### src/common/adc_cfg_pkg.sv
////////////////////////////////////////////////////////////////////////////
// shared types, timing constants and mode lookup for the ADC config logic
// imported by every block of the serial control port path
////////////////////////////////////////////////////////////////////////////
package adc_cfg_pkg;

  // one serial frame, addr goes out first
  typedef struct packed {
    logic [7:0]  addr;
    logic [15:0] data;
  } cfg_cmd_t;

  typedef enum logic [2:0] {
    SPI_IDLE,    // nothing being sent
    SPI_WAIT,    // spi reset strobe low, waiting for divider wrap
    SPI_STRB0,   // one serial period before data
    SPI_DATA,    // 24 serial periods of data, mode line low
    SPI_COMMIT,  // commit period
    SPI_STRB1,
    SPI_SWAIT    // last guard period before idle
  } spi_state_e;

  typedef enum logic [2:0] {
    CONF_SETTLE,
    CONF_MODE_SET,
    CONF_LOAD,
    CONF_WAIT,
    CONF_RESET,
    CONF_DONE
  } conf_state_e;

  typedef enum logic [2:0] {
    MODE_ACHAN_DMUX1,  // one channel A, dmux 1:1
    MODE_ACHAN_DMUX2,
    MODE_CCHAN_DMUX1,  // one channel C
    MODE_CCHAN_DMUX2,
    MODE_2CHAN_DMUX1,  // both channels
    MODE_2CHAN_DMUX2,
    MODE_TEST_RAMP     // ramp test pattern
  } adc_mode_e;

  localparam logic [7:0] DEFAULT_ADDR  = 8'h81;
  localparam int         FRAME_BITS    = 24;
  localparam int         BIT_W         = $clog2(FRAME_BITS);  // bit counter width
  localparam int         DIV_W         = 3;                   // serial clk = clk / 8
  localparam int         SETTLE_CYCLES = 64;
  localparam int         SETTLE_W      = $clog2(SETTLE_CYCLES);

  // default config word for each operating mode
  function automatic logic [15:0] mode_word(adc_mode_e mode);
    case (mode)
      MODE_ACHAN_DMUX1: return 16'h0348;
      MODE_ACHAN_DMUX2: return 16'h0308;
      MODE_CCHAN_DMUX1: return 16'h034A;
      MODE_CCHAN_DMUX2: return 16'h030A;
      MODE_2CHAN_DMUX1: return 16'h0344;
      MODE_2CHAN_DMUX2: return 16'h0304;
      MODE_TEST_RAMP:   return 16'h1344;
      default:          return 16'h0348;  // unused code falls back to A chan
    endcase
  endfunction

endpackage

### src/adc_spi/adc_spi_serializer.sv
////////////////////////////////////////////////////////////////////////////
// three-wire control port driver, shifts a 24 bit frame out MSB first
// serial clock is the divider MSB, all state steps happen on divider wrap
////////////////////////////////////////////////////////////////////////////
module adc_spi_serializer (
  input  logic                  clk,
  input  logic                  rst,
  input  logic                  start_i,  // one cycle, only honoured in idle
  input  adc_cfg_pkg::cfg_cmd_t cmd_i,
  output logic                  busy_o,
  output logic                  ctrl_clk_o,
  output logic                  ctrl_data_o,
  output logic                  ctrl_spi_rst_o,  // active low
  output logic                  mode_o           // low while data shifts
);
  import adc_cfg_pkg::*;

  logic [DIV_W-1:0]      div_q;      // free running clock divider
  logic                  wrap;
  logic [FRAME_BITS-1:0] shift_q;
  logic [BIT_W-1:0]      bit_cnt_q;  // data bits sent so far
  spi_state_e            state_q;

  always_ff @(posedge clk) begin
    if (rst) begin
      div_q <= '0;
    end else begin
      div_q <= div_q + 1'b1;  // rolls over by itself
    end
  end

  // all ones is the last cycle of a serial period, falling edge of ctrl_clk
  assign wrap = &div_q;

  always_ff @(posedge clk) begin
    if (rst) begin
      state_q   <= SPI_IDLE;
      shift_q   <= '0;
      bit_cnt_q <= '0;
    end else begin
      case (state_q)
        SPI_IDLE: begin
          if (start_i) begin
            shift_q   <= cmd_i;  // addr lands in the top byte
            bit_cnt_q <= '0;
            state_q   <= SPI_WAIT;
          end
        end
        SPI_WAIT: begin
          if (wrap) state_q <= SPI_STRB0;  // align to the divider
        end
        SPI_STRB0: begin
          if (wrap) state_q <= SPI_DATA;
        end
        SPI_DATA: begin
          if (wrap) begin
            // shift on the falling serial edge, stable at the next rise
            shift_q   <= {shift_q[FRAME_BITS-2:0], 1'b0};
            bit_cnt_q <= bit_cnt_q + 1'b1;
            if (bit_cnt_q == BIT_W'(FRAME_BITS - 1)) begin
              state_q <= SPI_COMMIT;
            end
          end
        end
        SPI_COMMIT: begin
          if (wrap) state_q <= SPI_STRB1;
        end
        SPI_STRB1: begin
          if (wrap) state_q <= SPI_SWAIT;
        end
        SPI_SWAIT: begin
          if (wrap) state_q <= SPI_IDLE;  // frame complete
        end
        default: state_q <= SPI_IDLE;
      endcase
    end
  end

  assign busy_o = (state_q != SPI_IDLE);

  // no serial clock until the frame is aligned
  assign ctrl_clk_o = (state_q == SPI_IDLE || state_q == SPI_WAIT) ? 1'b0
                                                                   : div_q[DIV_W-1];

  assign ctrl_data_o    = shift_q[FRAME_BITS-1];
  assign ctrl_spi_rst_o = (state_q != SPI_WAIT);
  assign mode_o         = (state_q != SPI_DATA);  // enable only for data bits

endmodule

### src/rtl/adc_auto_config.sv
////////////////////////////////////////////////////////////////////////////
// power-up sequencer, sends the default frame once and pulses DDR reset
// holds the clock manager in reset until the sequence completes
////////////////////////////////////////////////////////////////////////////
module adc_auto_config (
  input  logic                   clk,
  input  logic                   rst,
  input  adc_cfg_pkg::adc_mode_e cfg_mode_i,
  input  logic                   grant_i,       // one cycle, from arbiter
  input  logic                   busy_i,        // serializer busy
  input  logic                   start_seen_i,  // start issued last cycle
  output logic                   req_o,
  output adc_cfg_pkg::cfg_cmd_t  cmd_o,
  output logic                   done_o,
  output logic                   ddrb_o,
  output logic                   dcm_reset_o
);
  import adc_cfg_pkg::*;

  conf_state_e         state_q;
  logic [SETTLE_W-1:0] settle_q;  // counts down the mode line settle time
  logic                ddrb_q;
  cfg_cmd_t            cmd_q;

  always_ff @(posedge clk) begin
    if (rst) begin
      state_q  <= CONF_SETTLE;
      settle_q <= SETTLE_W'(SETTLE_CYCLES - 1);
      ddrb_q   <= 1'b0;
    end else begin
      ddrb_q <= 1'b0;  // single cycle pulse
      case (state_q)
        CONF_SETTLE: begin
          if (settle_q == '0) begin
            state_q <= CONF_MODE_SET;
          end else begin
            settle_q <= settle_q - 1'b1;
          end
        end
        CONF_MODE_SET: state_q <= CONF_LOAD;  // cmd_q latched here
        CONF_LOAD: begin
          if (grant_i) state_q <= CONF_WAIT;
        end
        CONF_WAIT: begin
          // busy only rises a cycle after the start, so skip that cycle
          if (!busy_i && !start_seen_i) begin
            state_q <= CONF_RESET;
            ddrb_q  <= 1'b1;  // high for the CONF_RESET cycle
          end
        end
        CONF_RESET: state_q <= CONF_DONE;
        CONF_DONE:  state_q <= CONF_DONE;  // parked until next reset
        default:    state_q <= CONF_SETTLE;
      endcase
    end
  end

  // default frame, mode pins are stable by now
  always_ff @(posedge clk) begin
    if (state_q == CONF_MODE_SET) begin
      cmd_q.addr <= DEFAULT_ADDR;
      cmd_q.data <= mode_word(cfg_mode_i);
    end
  end

  assign req_o       = (state_q == CONF_LOAD);
  assign cmd_o       = cmd_q;
  assign done_o      = (state_q == CONF_DONE);
  assign ddrb_o      = ddrb_q;
  assign dcm_reset_o = (state_q != CONF_DONE);  // released once configured

endmodule

### src/rtl/adc_cfg_arbiter.sv
////////////////////////////////////////////////////////////////////////////
// picks auto or host command and issues one start pulse to the serializer
// auto request has priority, host writes wait for auto config to finish
////////////////////////////////////////////////////////////////////////////
module adc_cfg_arbiter (
  input  logic                  clk,
  input  logic                  rst,
  input  logic                  auto_req_i,
  input  adc_cfg_pkg::cfg_cmd_t auto_cmd_i,
  input  logic                  auto_done_i,
  input  logic                  host_pending_i,
  input  adc_cfg_pkg::cfg_cmd_t host_cmd_i,
  input  logic                  busy_i,
  output logic                  auto_grant_o,
  output logic                  host_grant_o,
  output logic                  spi_start_o,
  output adc_cfg_pkg::cfg_cmd_t spi_cmd_o,
  output logic                  start_seen_o
);
  import adc_cfg_pkg::*;

  logic     start_q;  // also guards the cycle before busy rises
  logic     can_start;
  cfg_cmd_t cmd_q;

  assign can_start    = !busy_i && !start_q;
  assign auto_grant_o = can_start && auto_req_i;
  assign host_grant_o = can_start && !auto_req_i && auto_done_i && host_pending_i;

  always_ff @(posedge clk) begin
    if (rst) begin
      start_q <= 1'b0;
    end else begin
      start_q <= auto_grant_o || host_grant_o;
    end
  end

  // command follows the grant, valid with spi_start_o
  always_ff @(posedge clk) begin
    if (auto_grant_o) begin
      cmd_q <= auto_cmd_i;
    end else if (host_grant_o) begin
      cmd_q <= host_cmd_i;
    end
  end

  assign spi_start_o  = start_q;
  assign spi_cmd_o    = cmd_q;
  assign start_seen_o = start_q;

endmodule

### src/rtl/adc_config_top.sv
////////////////////////////////////////////////////////////////////////////
// ADC control port top, power-up config and host writes share one serializer
////////////////////////////////////////////////////////////////////////////
module adc_config_top (
  input  logic                   clk,
  input  logic                   rst,
  input  adc_cfg_pkg::adc_mode_e cfg_mode_i,
  input  logic                   host_start_i,
  input  logic [7:0]             host_addr_i,
  input  logic [15:0]            host_data_i,
  output logic                   config_busy_o,
  output logic                   ddrb_o,
  output logic                   dcm_reset_o,
  output logic                   mode_o,
  output logic                   ctrl_clk_o,
  output logic                   ctrl_spi_rst_o,
  output logic                   ctrl_data_o
);
  import adc_cfg_pkg::*;

  logic     auto_req, auto_grant, auto_done;
  cfg_cmd_t auto_cmd;
  logic     host_pending, host_grant;
  cfg_cmd_t host_cmd;
  logic     spi_start, start_seen;
  cfg_cmd_t spi_cmd;
  logic     busy;

  adc_auto_config i_auto (
    .clk, .rst, .cfg_mode_i,
    .grant_i(auto_grant), .busy_i(busy), .start_seen_i(start_seen),
    .req_o(auto_req), .cmd_o(auto_cmd), .done_o(auto_done),
    .ddrb_o, .dcm_reset_o
  );

  adc_host_request i_host (
    .clk, .rst, .host_start_i, .host_addr_i, .host_data_i,
    .grant_i(host_grant), .pending_o(host_pending), .cmd_o(host_cmd)
  );

  adc_cfg_arbiter i_arb (
    .clk, .rst,
    .auto_req_i(auto_req), .auto_cmd_i(auto_cmd), .auto_done_i(auto_done),
    .host_pending_i(host_pending), .host_cmd_i(host_cmd), .busy_i(busy),
    .auto_grant_o(auto_grant), .host_grant_o(host_grant),
    .spi_start_o(spi_start), .spi_cmd_o(spi_cmd), .start_seen_o(start_seen)
  );

  adc_spi_serializer i_spi (
    .clk, .rst, .start_i(spi_start), .cmd_i(spi_cmd),
    .busy_o(busy), .ctrl_clk_o, .ctrl_data_o, .ctrl_spi_rst_o, .mode_o
  );

  assign config_busy_o = busy;  // frame in flight on the pins

endmodule

### src/rtl/adc_host_request.sv
////////////////////////////////////////////////////////////////////////////
// single slot for host register writes, held pending until granted
////////////////////////////////////////////////////////////////////////////
module adc_host_request (
  input  logic                  clk,
  input  logic                  rst,
  input  logic                  host_start_i,  // write strobe
  input  logic [7:0]            host_addr_i,
  input  logic [15:0]           host_data_i,
  input  logic                  grant_i,
  output logic                  pending_o,
  output adc_cfg_pkg::cfg_cmd_t cmd_o
);
  import adc_cfg_pkg::*;

  logic     pending_q;
  cfg_cmd_t slot_q;

  // a newer strobe simply replaces an unsent command
  always_ff @(posedge clk) begin
    if (host_start_i) begin
      slot_q.addr <= host_addr_i;
      slot_q.data <= host_data_i;
    end
  end

  always_ff @(posedge clk) begin
    if (rst) begin
      pending_q <= 1'b0;
    end else if (host_start_i) begin
      pending_q <= 1'b1;  // strobe wins over a same cycle grant
    end else if (grant_i) begin
      pending_q <= 1'b0;
    end
  end

  assign pending_o = pending_q;
  assign cmd_o     = slot_q;

endmodule

### config.mk
export PLATFORM = sky130hd
export DESIGN_NAME = adc_config_top
export DESIGN_NICKNAME = d
export VERILOG_FILES = /design/src/common/adc_cfg_pkg.sv /design/src/adc_spi/adc_spi_serializer.sv /design/src/rtl/adc_auto_config.sv /design/src/rtl/adc_cfg_arbiter.sv /design/src/rtl/adc_config_top.sv /design/src/rtl/adc_host_request.sv
export SDC_FILE = /design/constraint.sdc
export NUM_CORES = 1
export LEC_CHECK = 0
export BUFFER_PORTS_ARGS = -buffer_cell sky130_fd_sc_hd__buf_2
export CAP_MARGIN = 40
export CORE_MARGIN = 4
export CORE_UTILIZATION = 28
export DETAILED_ROUTE_END_ITERATION = 10
export PLACE_DENSITY = 0.48
export SLEW_MARGIN = 10
export SYNTH_ARGS = -nofsm -noshare
export SYNTH_HDL_FRONTEND = slang
export SYNTH_HIERARCHICAL = 1
export SYNTH_SLANG_ARGS = --single-unit
### constraint.sdc
create_clock -name clk -period 5.1 [get_ports clk]
set_input_delay 0 -clock clk [delete_from_list [all_inputs] [get_ports clk]]
set_output_delay 0 -clock clk [all_outputs]
set_load 0.01 [all_outputs]
==> After elaboration in Yosys (flattened, before gate mapping) <==
Cells that the tools add are included.
{ "word_totals": {"reg_bits": 111, "input_bits": 30, "output_inout_bits": 7, "wordCells": 101} }
{ "op_classes": {"addsub": 3, "eq_ne": 32, "mux": 26, "n_bitwise": 2, "reduce_logical": 24} }
{ "op_table": {"columns": ["cell", "n"], "rows": [
  ["13-bit one-hot mux with 6 select lines", 1],
  ["24-bit 2-to-1 mux", 3],
  ["24-bit one-hot mux with 2 select lines", 1],
  ["3-bit 2-to-1 mux", 11],
  ["3-bit == test, second input constant", 8],
  ["3-bit one-hot mux with 7 select lines", 1],
  ["3-bit by 2-bit == test with 1-bit output, second input constant", 6],
  ["2-bit by 1-bit inequality test with 1-bit output, second input constant", 9],
  ["16-bit 2-to-1 mux", 1],
  ["3-bit one-hot mux with 5 select lines", 1],
  ["5-bit 2-to-1 mux", 2],
  ["5-bit one-hot mux with 2 select lines", 1],
  ["3-bit by 1-bit == test with 1-bit output, second input constant", 3],
  ["3-bit AND reduction", 3],
  ["8-bit AND reduction", 1],
  ["3-bit zero test", 2],
  ["6-bit zero test", 1],
  ["2-bit nonzero test", 3],
  ["6-bit by 1-bit subtractor with 6-bit output, second input constant", 1],
  ["5-bit by 1-bit adder with 5-bit output, second input constant", 1],
  ["5-bit == test, second input constant", 1],
  ["1-bit logical AND", 5],
  ["1-bit 2-to-1 mux", 4],
  ["2-bit inequality test, second input constant", 2],
  ["10 further kinds", 15]
]} }

==> Logic depth before layout (Yosys ltp) <==
Gate-level depths: netlist of the first run.
{ "depth": {"word_depth": 8, "depth_mapped": 8, "mapped_depth_nobuf": 7} }

==> Modules after synthesis <==
Netlist of the first run, hierarchy kept.
{ "by_module_without_submodules": {"columns": ["mod", "n_inst", "cells_per_inst", "area_per_inst_um2", "seq_area_each_um2"], "rows": [
  ["adc_spi_serializer", 1, 179, 1814.2, 700.7],
  ["adc_cfg_arbiter", 1, 58, 1086.0, 740.7],
  ["adc_auto_config", 1, 100, 929.6, 350.3],
  ["adc_host_request", 1, 28, 759.5, 740.7]
]} }

==> Least setup slack after synthesis of the first run <==
Ideal clock, no wire load.
{ "synth_path": {"kind": "reg-to-reg", "startpoint": "register i_auto.state_q[1]", "endpoint": "register i_arb.cmd_q, in the netlist i_arb/spi_cmd_o[0], enable pin", "setup_ns": 0.435, "t_arrival_ns": 2.801, "t_required_ns": 4.665, "path_slack_ns": 1.864, "stages_incl_launch_ff": 7, "n_path_buf": 1, "period_less_slack_ns": 3.236, "path_cell_list": "dfxtp_1 buf_2 or2b_1 or2_2 inv_1 a21oi_1 nor3_1"} }
{ "synth_between": {"elab_cells_between_ends": 8, "cone_classes": "2 x eq/ne; 6 x reduce/logical"} }
{ "synth_rtl": {"columns": ["item", "line_no", "rtl"], "rows": [
  ["start, declared", "adc_auto_config.sv:20", "conf_state_e state_q;"],
  ["start signal, assigned", "adc_auto_config.sv:27", "state_q <= CONF_SETTLE;"],
  ["start signal, assigned", "adc_auto_config.sv:35", "state_q <= CONF_MODE_SET;"],
  ["start signal, assigned", "adc_auto_config.sv:40", "CONF_MODE_SET: state_q <= CONF_LOAD;"],
  ["3-bit == test", "adc_auto_config.sv:68", "assign done_o = (state_q == CONF_DONE);"],
  ["net auto_done", "adc_config_top.sv:21", "logic auto_req, auto_grant, auto_done;"],
  ["1-bit logical AND (2 in a row)", "adc_cfg_arbiter.sv:28", "assign host_grant_o = can_start && !auto_req_i && auto_done_i && host_pending_i;"],
  ["2-bit nonzero test (no source line)", null, null],
  ["end signal, assigned", "adc_cfg_arbiter.sv:41", "cmd_q <= auto_cmd_i;"],
  ["end signal, assigned", "adc_cfg_arbiter.sv:43", "cmd_q <= host_cmd_i;"],
  ["end, declared", "adc_cfg_arbiter.sv:24", "cfg_cmd_t cmd_q;"]
]} }
The timed path passes the listed nets, and every way through them passes these cells.
A chain may end at the register's enable or synchronous reset.

==> Worst setup path after layout of the first run <==
{ "layout_path": {"startpoint": "register i_spi.state_q[1]", "endpoint": "register i_arb.cmd_q, in the netlist i_arb/spi_cmd_o[15], data pin"} }
{ "layout_between": {"elab_chain_len": 5} }
{ "layout_rtl": {"columns": ["item", "line_no", "rtl"], "rows": [
  ["start, declared", "adc_spi_serializer.sv:22", "spi_state_e state_q;"],
  ["start signal, assigned", "adc_spi_serializer.sv:37", "state_q <= SPI_IDLE;"],
  ["start signal, assigned", "adc_spi_serializer.sv:46", "state_q <= SPI_WAIT;"],
  ["start signal, assigned", "adc_spi_serializer.sv:50", "if (wrap) state_q <= SPI_STRB0;"],
  ["3-bit nonzero test", "adc_spi_serializer.sv:79", "assign busy_o = (state_q != SPI_IDLE);"],
  ["1-bit zero test", "adc_cfg_arbiter.sv:26", "assign can_start = !busy_i && !start_q;"],
  ["1-bit logical AND", "adc_cfg_arbiter.sv:26", null],
  ["1-bit logical AND", "adc_cfg_arbiter.sv:27", "assign auto_grant_o = can_start && auto_req_i;"],
  ["net auto_grant", "adc_config_top.sv:21", null],
  ["16-bit 2-to-1 mux", "adc_cfg_arbiter.sv:40", "if (auto_grant_o) begin"]
]} }
The timed path passes the listed nets, and every way through them passes these cells.

==> flow_summary.ini, run 1 <==
[status]
status = finished, final reports clean

[placed_design]
place_area_um2 = 4850
numPortBuffers = 36
dp_hpwl_um = 5200
pre_cts_slack_ns = 2.87
gp_congestion = 0.713

[synth]
synth_simple_gate_area_frac = 0.101
yosysWarnings = 6
ys_async_sr_fraction = 0
netlist_area_um2 = 4590
synth-compound-area-share = 0.130
synth_mux_area_frac = 0.126
synth_top_flop_cell = edfxtp_1
synth_xor_area_frac = 0
synthAdderAreaFrac = 0.0136
ys_seq_elements = 100
synth_edf_count = 53
synth_top_family_by_area = compound AO/OA/AOI/OAI gates
syn_inst = 365
avgSynthCellArea_um2 = 12.6
seq_area_frac_synth = 0.552
yosys.cell_types.count = 53

[finish]
diodes = 0
final_common_cell = edfxtp_1
fin_nets = 456
layout_common_cells = edfxtp_1 (53), dfxtp_1 (47), buf_2 (36)
drive_gt1_frac = 0.272
area_growth_pct = 18.6
final_area_um2 = 5450

[critical_path]
cp-end-kind = flip-flop
start_kind = flip-flop
cp.arrival_ns = 2.33
path_buf_inv = 1
cp_slowest_cell = or3_1
worstSetupPathType = flip-flop to flip-flop
path_cells = or3_1 -> nor3b_4 -> buf_4 -> mux2_2
required_ns = 5.20
cpPeakStageDelay_ns = 0.56
path_delay_family = simple AND/OR/NAND/NOR gates
path_max_fanout = 25
crit_cells = 4
reg2reg_depth = 4

[clock_network]
holdBufCountCts = 29
cts_buffers = 9
cts_tree = built
cts_setup_buffers = 0
clk_latency_ns = 0.35
cts_resized = 0
cts-htree-levels = 3
clkSinkCount = 100
clkTransAtPathRegs_ns = 0.07
clock_path_buffers = 2
clockRootBuffer = clkbuf_16

[floorplanning]
rows = 46
core_um2 = 16000
die_w_um = 136
initial_core_util = 0.287
dieArea_um2 = 18500
ios = 37
die_h_um = 136

[drt]
vias_per_cell = 4.39
drtIter0Drc = 209
wl_per_cell_um = 12.9
wirelength_um = 8280
vias = 2817
ant_nets = 0
drt_pass1_iterations = 4
drc = 0

[run]
drv_cap = 0

[timing]
hold_viol_final = 0
maxSlewHeadroom = 0.459
fin_ws_ns = 2.86
finalCritPeriodShare = 0.438
fmax_mhz = 447
finalSetupTns_ns = 0
fin_crit_ns = 2.24
whs_ns = 0.117
tightest_slew_ns = 0.807
grt_setup_unrepaired = no
setup-violations-final = 0
finalClockSkew_ns = 0.00836
slew_viol_final = 0

[power]
p_per_area_nw_per_um2 = 307
p_sw_uw = 364
p_int_mw = 1.31
seq_power_share = 0.529
power_mw = 1.67
swShare = 0.218
leakagePower_nw = 2.20
p_clk_frac = 0.419
pwr-share-comb = 0.052
peakVddDrop_mv = 0.244

[global_routing]
grt_max_degree = 32
grt_antenna_before_repair = 0
track_usage = 0.0961
grt_overflow = 0
first_global_vias = 2807
grt_first_pass_wirelength_um = 14000

[hold_path]
holdPathStages = 2
min_path_type = input pin to flip-flop
through the flow:
step / util / cells
after global placement: 0.302 / 596
after CTS: 0.340 / 642
after floorplan: - / 382
final: 0.340 / 642
after detailed placement: 0.303 / 597
after global routing: 0.340 / 642
cell families after synthesis:
group                      count (synthesis)
AOI/OAI and AO/OA                         77
adders and majority gates                  5
buffers and inverters                     53
DFF                                      100
muxes                                     55
other                                      2
and+or+nand+nor                           73
synthesized netlist by cell type (8+ instances only):
cell | number | area, µm²
nor2_1 | 13 | 48.8
nor2b_1 | 9 | 56.3
buf_4 | 23 | 173
mux2_2 | 24 | 270
mux2i_1 | 31 | 310
a21oi_1 | 9 | 45.0
inv_1 | 9 | 33.8
buf_2 | 8 | 40.0
o31ai_1 | 23 | 173
dfxtp_1 | 47 | 941
nand2_1 | 10 | 37.5
a21oi_2 | 23 | 201
edfxtp_1 | 53 | 1590
sequential cells by signal, summed over array words and instances, names as in the netlist:
register	count
i_host/pending_o	1
i_spi/bit_cnt_q	5
i_auto/settle_q	6
i_arb/spi_cmd_o	24
i_host/cmd_o	24
i_spi/shift_q	24
i_spi/div_q	3
i_auto/ddrb_o	1
i_auto/cmd_o	5
i_arb/spi_start_o	1
i_spi/state_q	3
i_auto/state_q	3
final timing paths:
kind / from / end / slack (ns)
min reg2reg: i_spi/div_q[0] / i_spi/div_q[0] / 0.42
max reg2reg: i_spi/state_q[1] / i_arb/spi_cmd_o[15] / 2.86
min: rst / i_spi/div_q[0] / 0.12
max: i_spi/state_q[1] / i_arb/spi_cmd_o[15] / 2.86
power groups by stage:
stage	Clock, mW	Combinational (mW)	Sequential (mW)
3_5_place_dp	0	0.0704	0.902
5_1_grt	0.762	0.0975	0.887
2_1_floorplan	0	0.0593	0.896
3_3_place_gp	0	0.0690	0.902
4_1_cts	0.734	0.0881	0.884
6_report	0.701	0.0871	0.884
per-layer routing:
layer | GRT usage | routed length, µm
met5 | 0 | 0
met2 | 0.149 | 3930
met3 | 0.0252 | 243
met4 | 0.0454 | 169
met1 | 0.125 | 3940
layout make-up:
type / count / area (µm²)
fillers: 1622 / 10600
flip-flops and latches: 100 / 2530
multi-input cells: 229 / 1780
repair buffers: 71 / 523
well taps: 216 / 270
clock buffers: 9 / 225
clock inverters: 7 / 78.8
inverters: 10 / 37.5
Power figures use the tool's default switching activity.
==> run 2, diff against run 1 <==
--- a/config.mk
+++ b/config.mk
@@ -5,6 +5,7 @@
 export SDC_FILE = /design/constraint.sdc
 export NUM_CORES = 1
 export LEC_CHECK = 0
+export ABC_AREA = 1
 export BUFFER_PORTS_ARGS = -buffer_cell sky130_fd_sc_hd__buf_2
 export CAP_MARGIN = 40
 export CORE_MARGIN = 4
==> constraint.sdc (replaced) <==
create_clock -name clk -period 2.29 [get_ports clk]
set_input_delay 0 -clock clk [delete_from_list [all_inputs] [get_ports clk]]
set_output_delay 0 -clock clk [all_outputs]
set_load 0.01 [all_outputs]
==> run 2 against run 1 <==
Against the previous run:
- cell count is 25% higher
- count of clock-buffer cells in the layout did not move
- power rose to 3.0 times the previous value
- worst setup slack got worse by 2.3 ns
- via count rose by 17%
==> flow_summary.ini, run 2 <==
[status]
status = finished, final reports clean

[floorplanning]
initial_core_util = 0.287
dieArea_um2 = 18500
die_h_um = 136
rows = 46
core_um2 = 16000
die_w_um = 136
ios = 37

[synth]
yosysWarnings = 6
synth_common_cells = nand2_1 (187), edfxtp_1 (53), nor2_1 (51), dfxtp_1 (47), a21oi_1 (32)
synthAdderAreaFrac = 0.0136
synth_top_flop_cell = edfxtp_1
yosys.cell_types.count = 34
syn_inst = 524
synth_simple_gate_area_frac = 0.255
seq_area_frac_synth = 0.551
synth_edf_count = 53
ys_async_sr_fraction = 0
yosysMostFrequentCell = nand2_1
ys_seq_elements = 100
synth_top_family_by_area = simple AND/OR/NAND/NOR gates
synth_xor_area_frac = 0.00571
synth_mux_area_frac = 0
synth_top_area_cell = edfxtp_1
yosysTopAreaCellShare = 0.346
netlist_area_um2 = 4600
avgSynthCellArea_um2 = 8.78
synth-compound-area-share = 0.0718
synth_area_leaders = edfxtp_1 (35%), dfxtp_1 (20%), nand2_1 (15%)

[timing]
setup-violations-final = 0
hold_viol_final = 0
fin_crit_ns = 1.71
finalSetupTns_ns = 0
fin_ws_ns = 0.576
fmax_mhz = 583
finalClockSkew_ns = 0.00794
slew_viol_final = 0
finalCritPeriodShare = 0.748
tightest_slew_ns = 0.788
grt_setup_unrepaired = no
maxSlewHeadroom = 0.474

[placed_design]
place_area_um2 = 4800
dp_hpwl_um = 5480
gp_congestion = 0.757
pre_cts_slack_ns = 0.578
place_inst = 756
numPortBuffers = 36

[finish]
layout_common_cells = nand2_1 (187), edfxtp_1 (53), nor2_1 (51)
regArea_um2 = 2530
fin_nets = 614
final_area_um2 = 5370
drive_gt1_frac = 0.132
final_common_cell = nand2_1
nFillCells = 1690
diodes = 0
area_growth_pct = 16.6
multiInputGateArea_um2 = 1660
fin_cells = 800

[drt]
wl_per_cell_um = 10.6
drt_pass1_iterations = 4
ant_nets = 0
vias_per_cell = 4.12
vias = 3297
wirelength_um = 8460
drtIter0Drc = 107
drc = 0

[global_routing]
grt_max_degree = 32
grt_first_pass_wirelength_um = 14500
grt_overflow = 0
grt_antenna_before_repair = 0
track_usage = 0.0974
first_global_vias = 3128

[critical_path]
rrSetupSlack_ns = 0.58
cpPeakStageDelay_ns = 0.40
start_kind = flip-flop
path_max_fanout = 25
worstSetupPathType = flip-flop to flip-flop
path_cells = nor2_4 -> nand2_4 -> nor2_2 -> nand2_2 -> inv_4 -> nand3b_1 -> nand3_1 -> nor2_1 -> nor2_1
cp-startpoint = i_spi/state_q[1]
reg2reg_depth = 9
reg2reg_to = i_auto/state_q[1]
cp-end-kind = flip-flop
required_ns = 2.54
cp_slowest_cell = dfxtp_1
crit_path_frequent_cell = nor2_1
cp.arrival_ns = 1.96
rr_startpoint = i_spi/state_q[1]

[clock_network]
clock_path_buffers = 2
cts-htree-levels = 3
clk_latency_ns = 0.34
clockRootBuffer = clkbuf_16
cts_tree = built
cts_resized = 0
cts_buffers = 9
clkTransAtPathRegs_ns = 0.07
clkSinkCount = 100

[hold_path]
worstHoldStart = rst
worstHoldEndpoint = i_spi/div_q[0]
min_path_type = input pin to flip-flop
holdPathStages = 2

[power]
p_per_area_nw_per_um2 = 946
peakVddDrop_mv = 0.398
leakagePower_nw = 2.30

[run]
drv_cap = 0
## run 2: cell count changes after synthesis, sizes merged, moves of 4 or more
cell    before  now
a211oi       4    0
inv          9   30
mux2        24    0
mux2i       31    0
nand2       11  192
nand3        6   16
nand4        1    6
nor2        13   54
nor2b        9    0
o21ai        5   29
o31ai       23    0
or3          7    0
## run 2: layout make-up
class                   instances  share of cell area
well taps                     216              0.0504
flip-flops and latches        100               0.472
clock buffers                   9              0.0420
inverters                      30              0.0215
multi-input cells             369               0.310
repair buffers                 69              0.0928
clock inverters                 7              0.0114
## run 2: routing by layer
metal / vias to the layer above / part of all wire / GRT usage
met5: - / 0 / 0
met1: 1453 / 0.49 / 0.125
met4: 0 / 0.025 / 0.0560
met2: 66 / 0.46 / 0.155
li1: 1765 / - / -
met3: 13 / 0.031 / 0.0159
## run 2: critical path: cells and delay by family (launching register included)
kind | cells | cell delay, ns
AND/OR/NAND/NOR | 8 | 1.03
flip-flops | 1 | 0.40
buffers and inverters | 1 | 0.19
## run 2: repair_timing
item | 4_1_cts | 5_1_grt
hold endpoints to repair | 29 | 0
hold buffers | 28 | 0
setup buffers | 0 | 0
## run 2: stage by stage
step	total power, mW	hold slack, ns	util
after floorplan	3.52	0.0624	-
after global placement	3.61	0.176	0.300
after detailed placement	3.64	0.178	0.300
after CTS	5.14	0.0329	0.335
after global routing	5.40	0.0480	0.335
final	5.08	0.0429	0.335
## run 2: how the worst max path moves through the flow
stage / endpoint / slack [ns] / depth (start not counted)
after detailed placement: i_auto/state_q[1] / 0.58 / 9
after floorplan: i_arb/spi_cmd_o[0] / 0.49 / 5
after global routing: i_auto/state_q[1] / 0.37 / 9
after global placement: i_arb/spi_cmd_o[9] / 0.62 / 6
after CTS: i_auto/state_q[1] / 0.56 / 9
final: i_auto/state_q[1] / 0.58 / 9
## run 2: cells by family (layout without fill, tap and decap cells)
family                     after synthesis  count (layout)
AOI/OAI and AO/OA                       64              64
xor gates and xnor gates                 3               3
adders and majority gates                5               5
buffers and inverters                   72             115
DFF                                    100             100
other                                    2              19
and+or+nand+nor                        278             278
## run 2: report_power, final
part | internal [mW] | switching (mW)
sequential | 2.17 | 0.147
clock | 0.754 | 0.688
combinational | 0.467 | 0.854
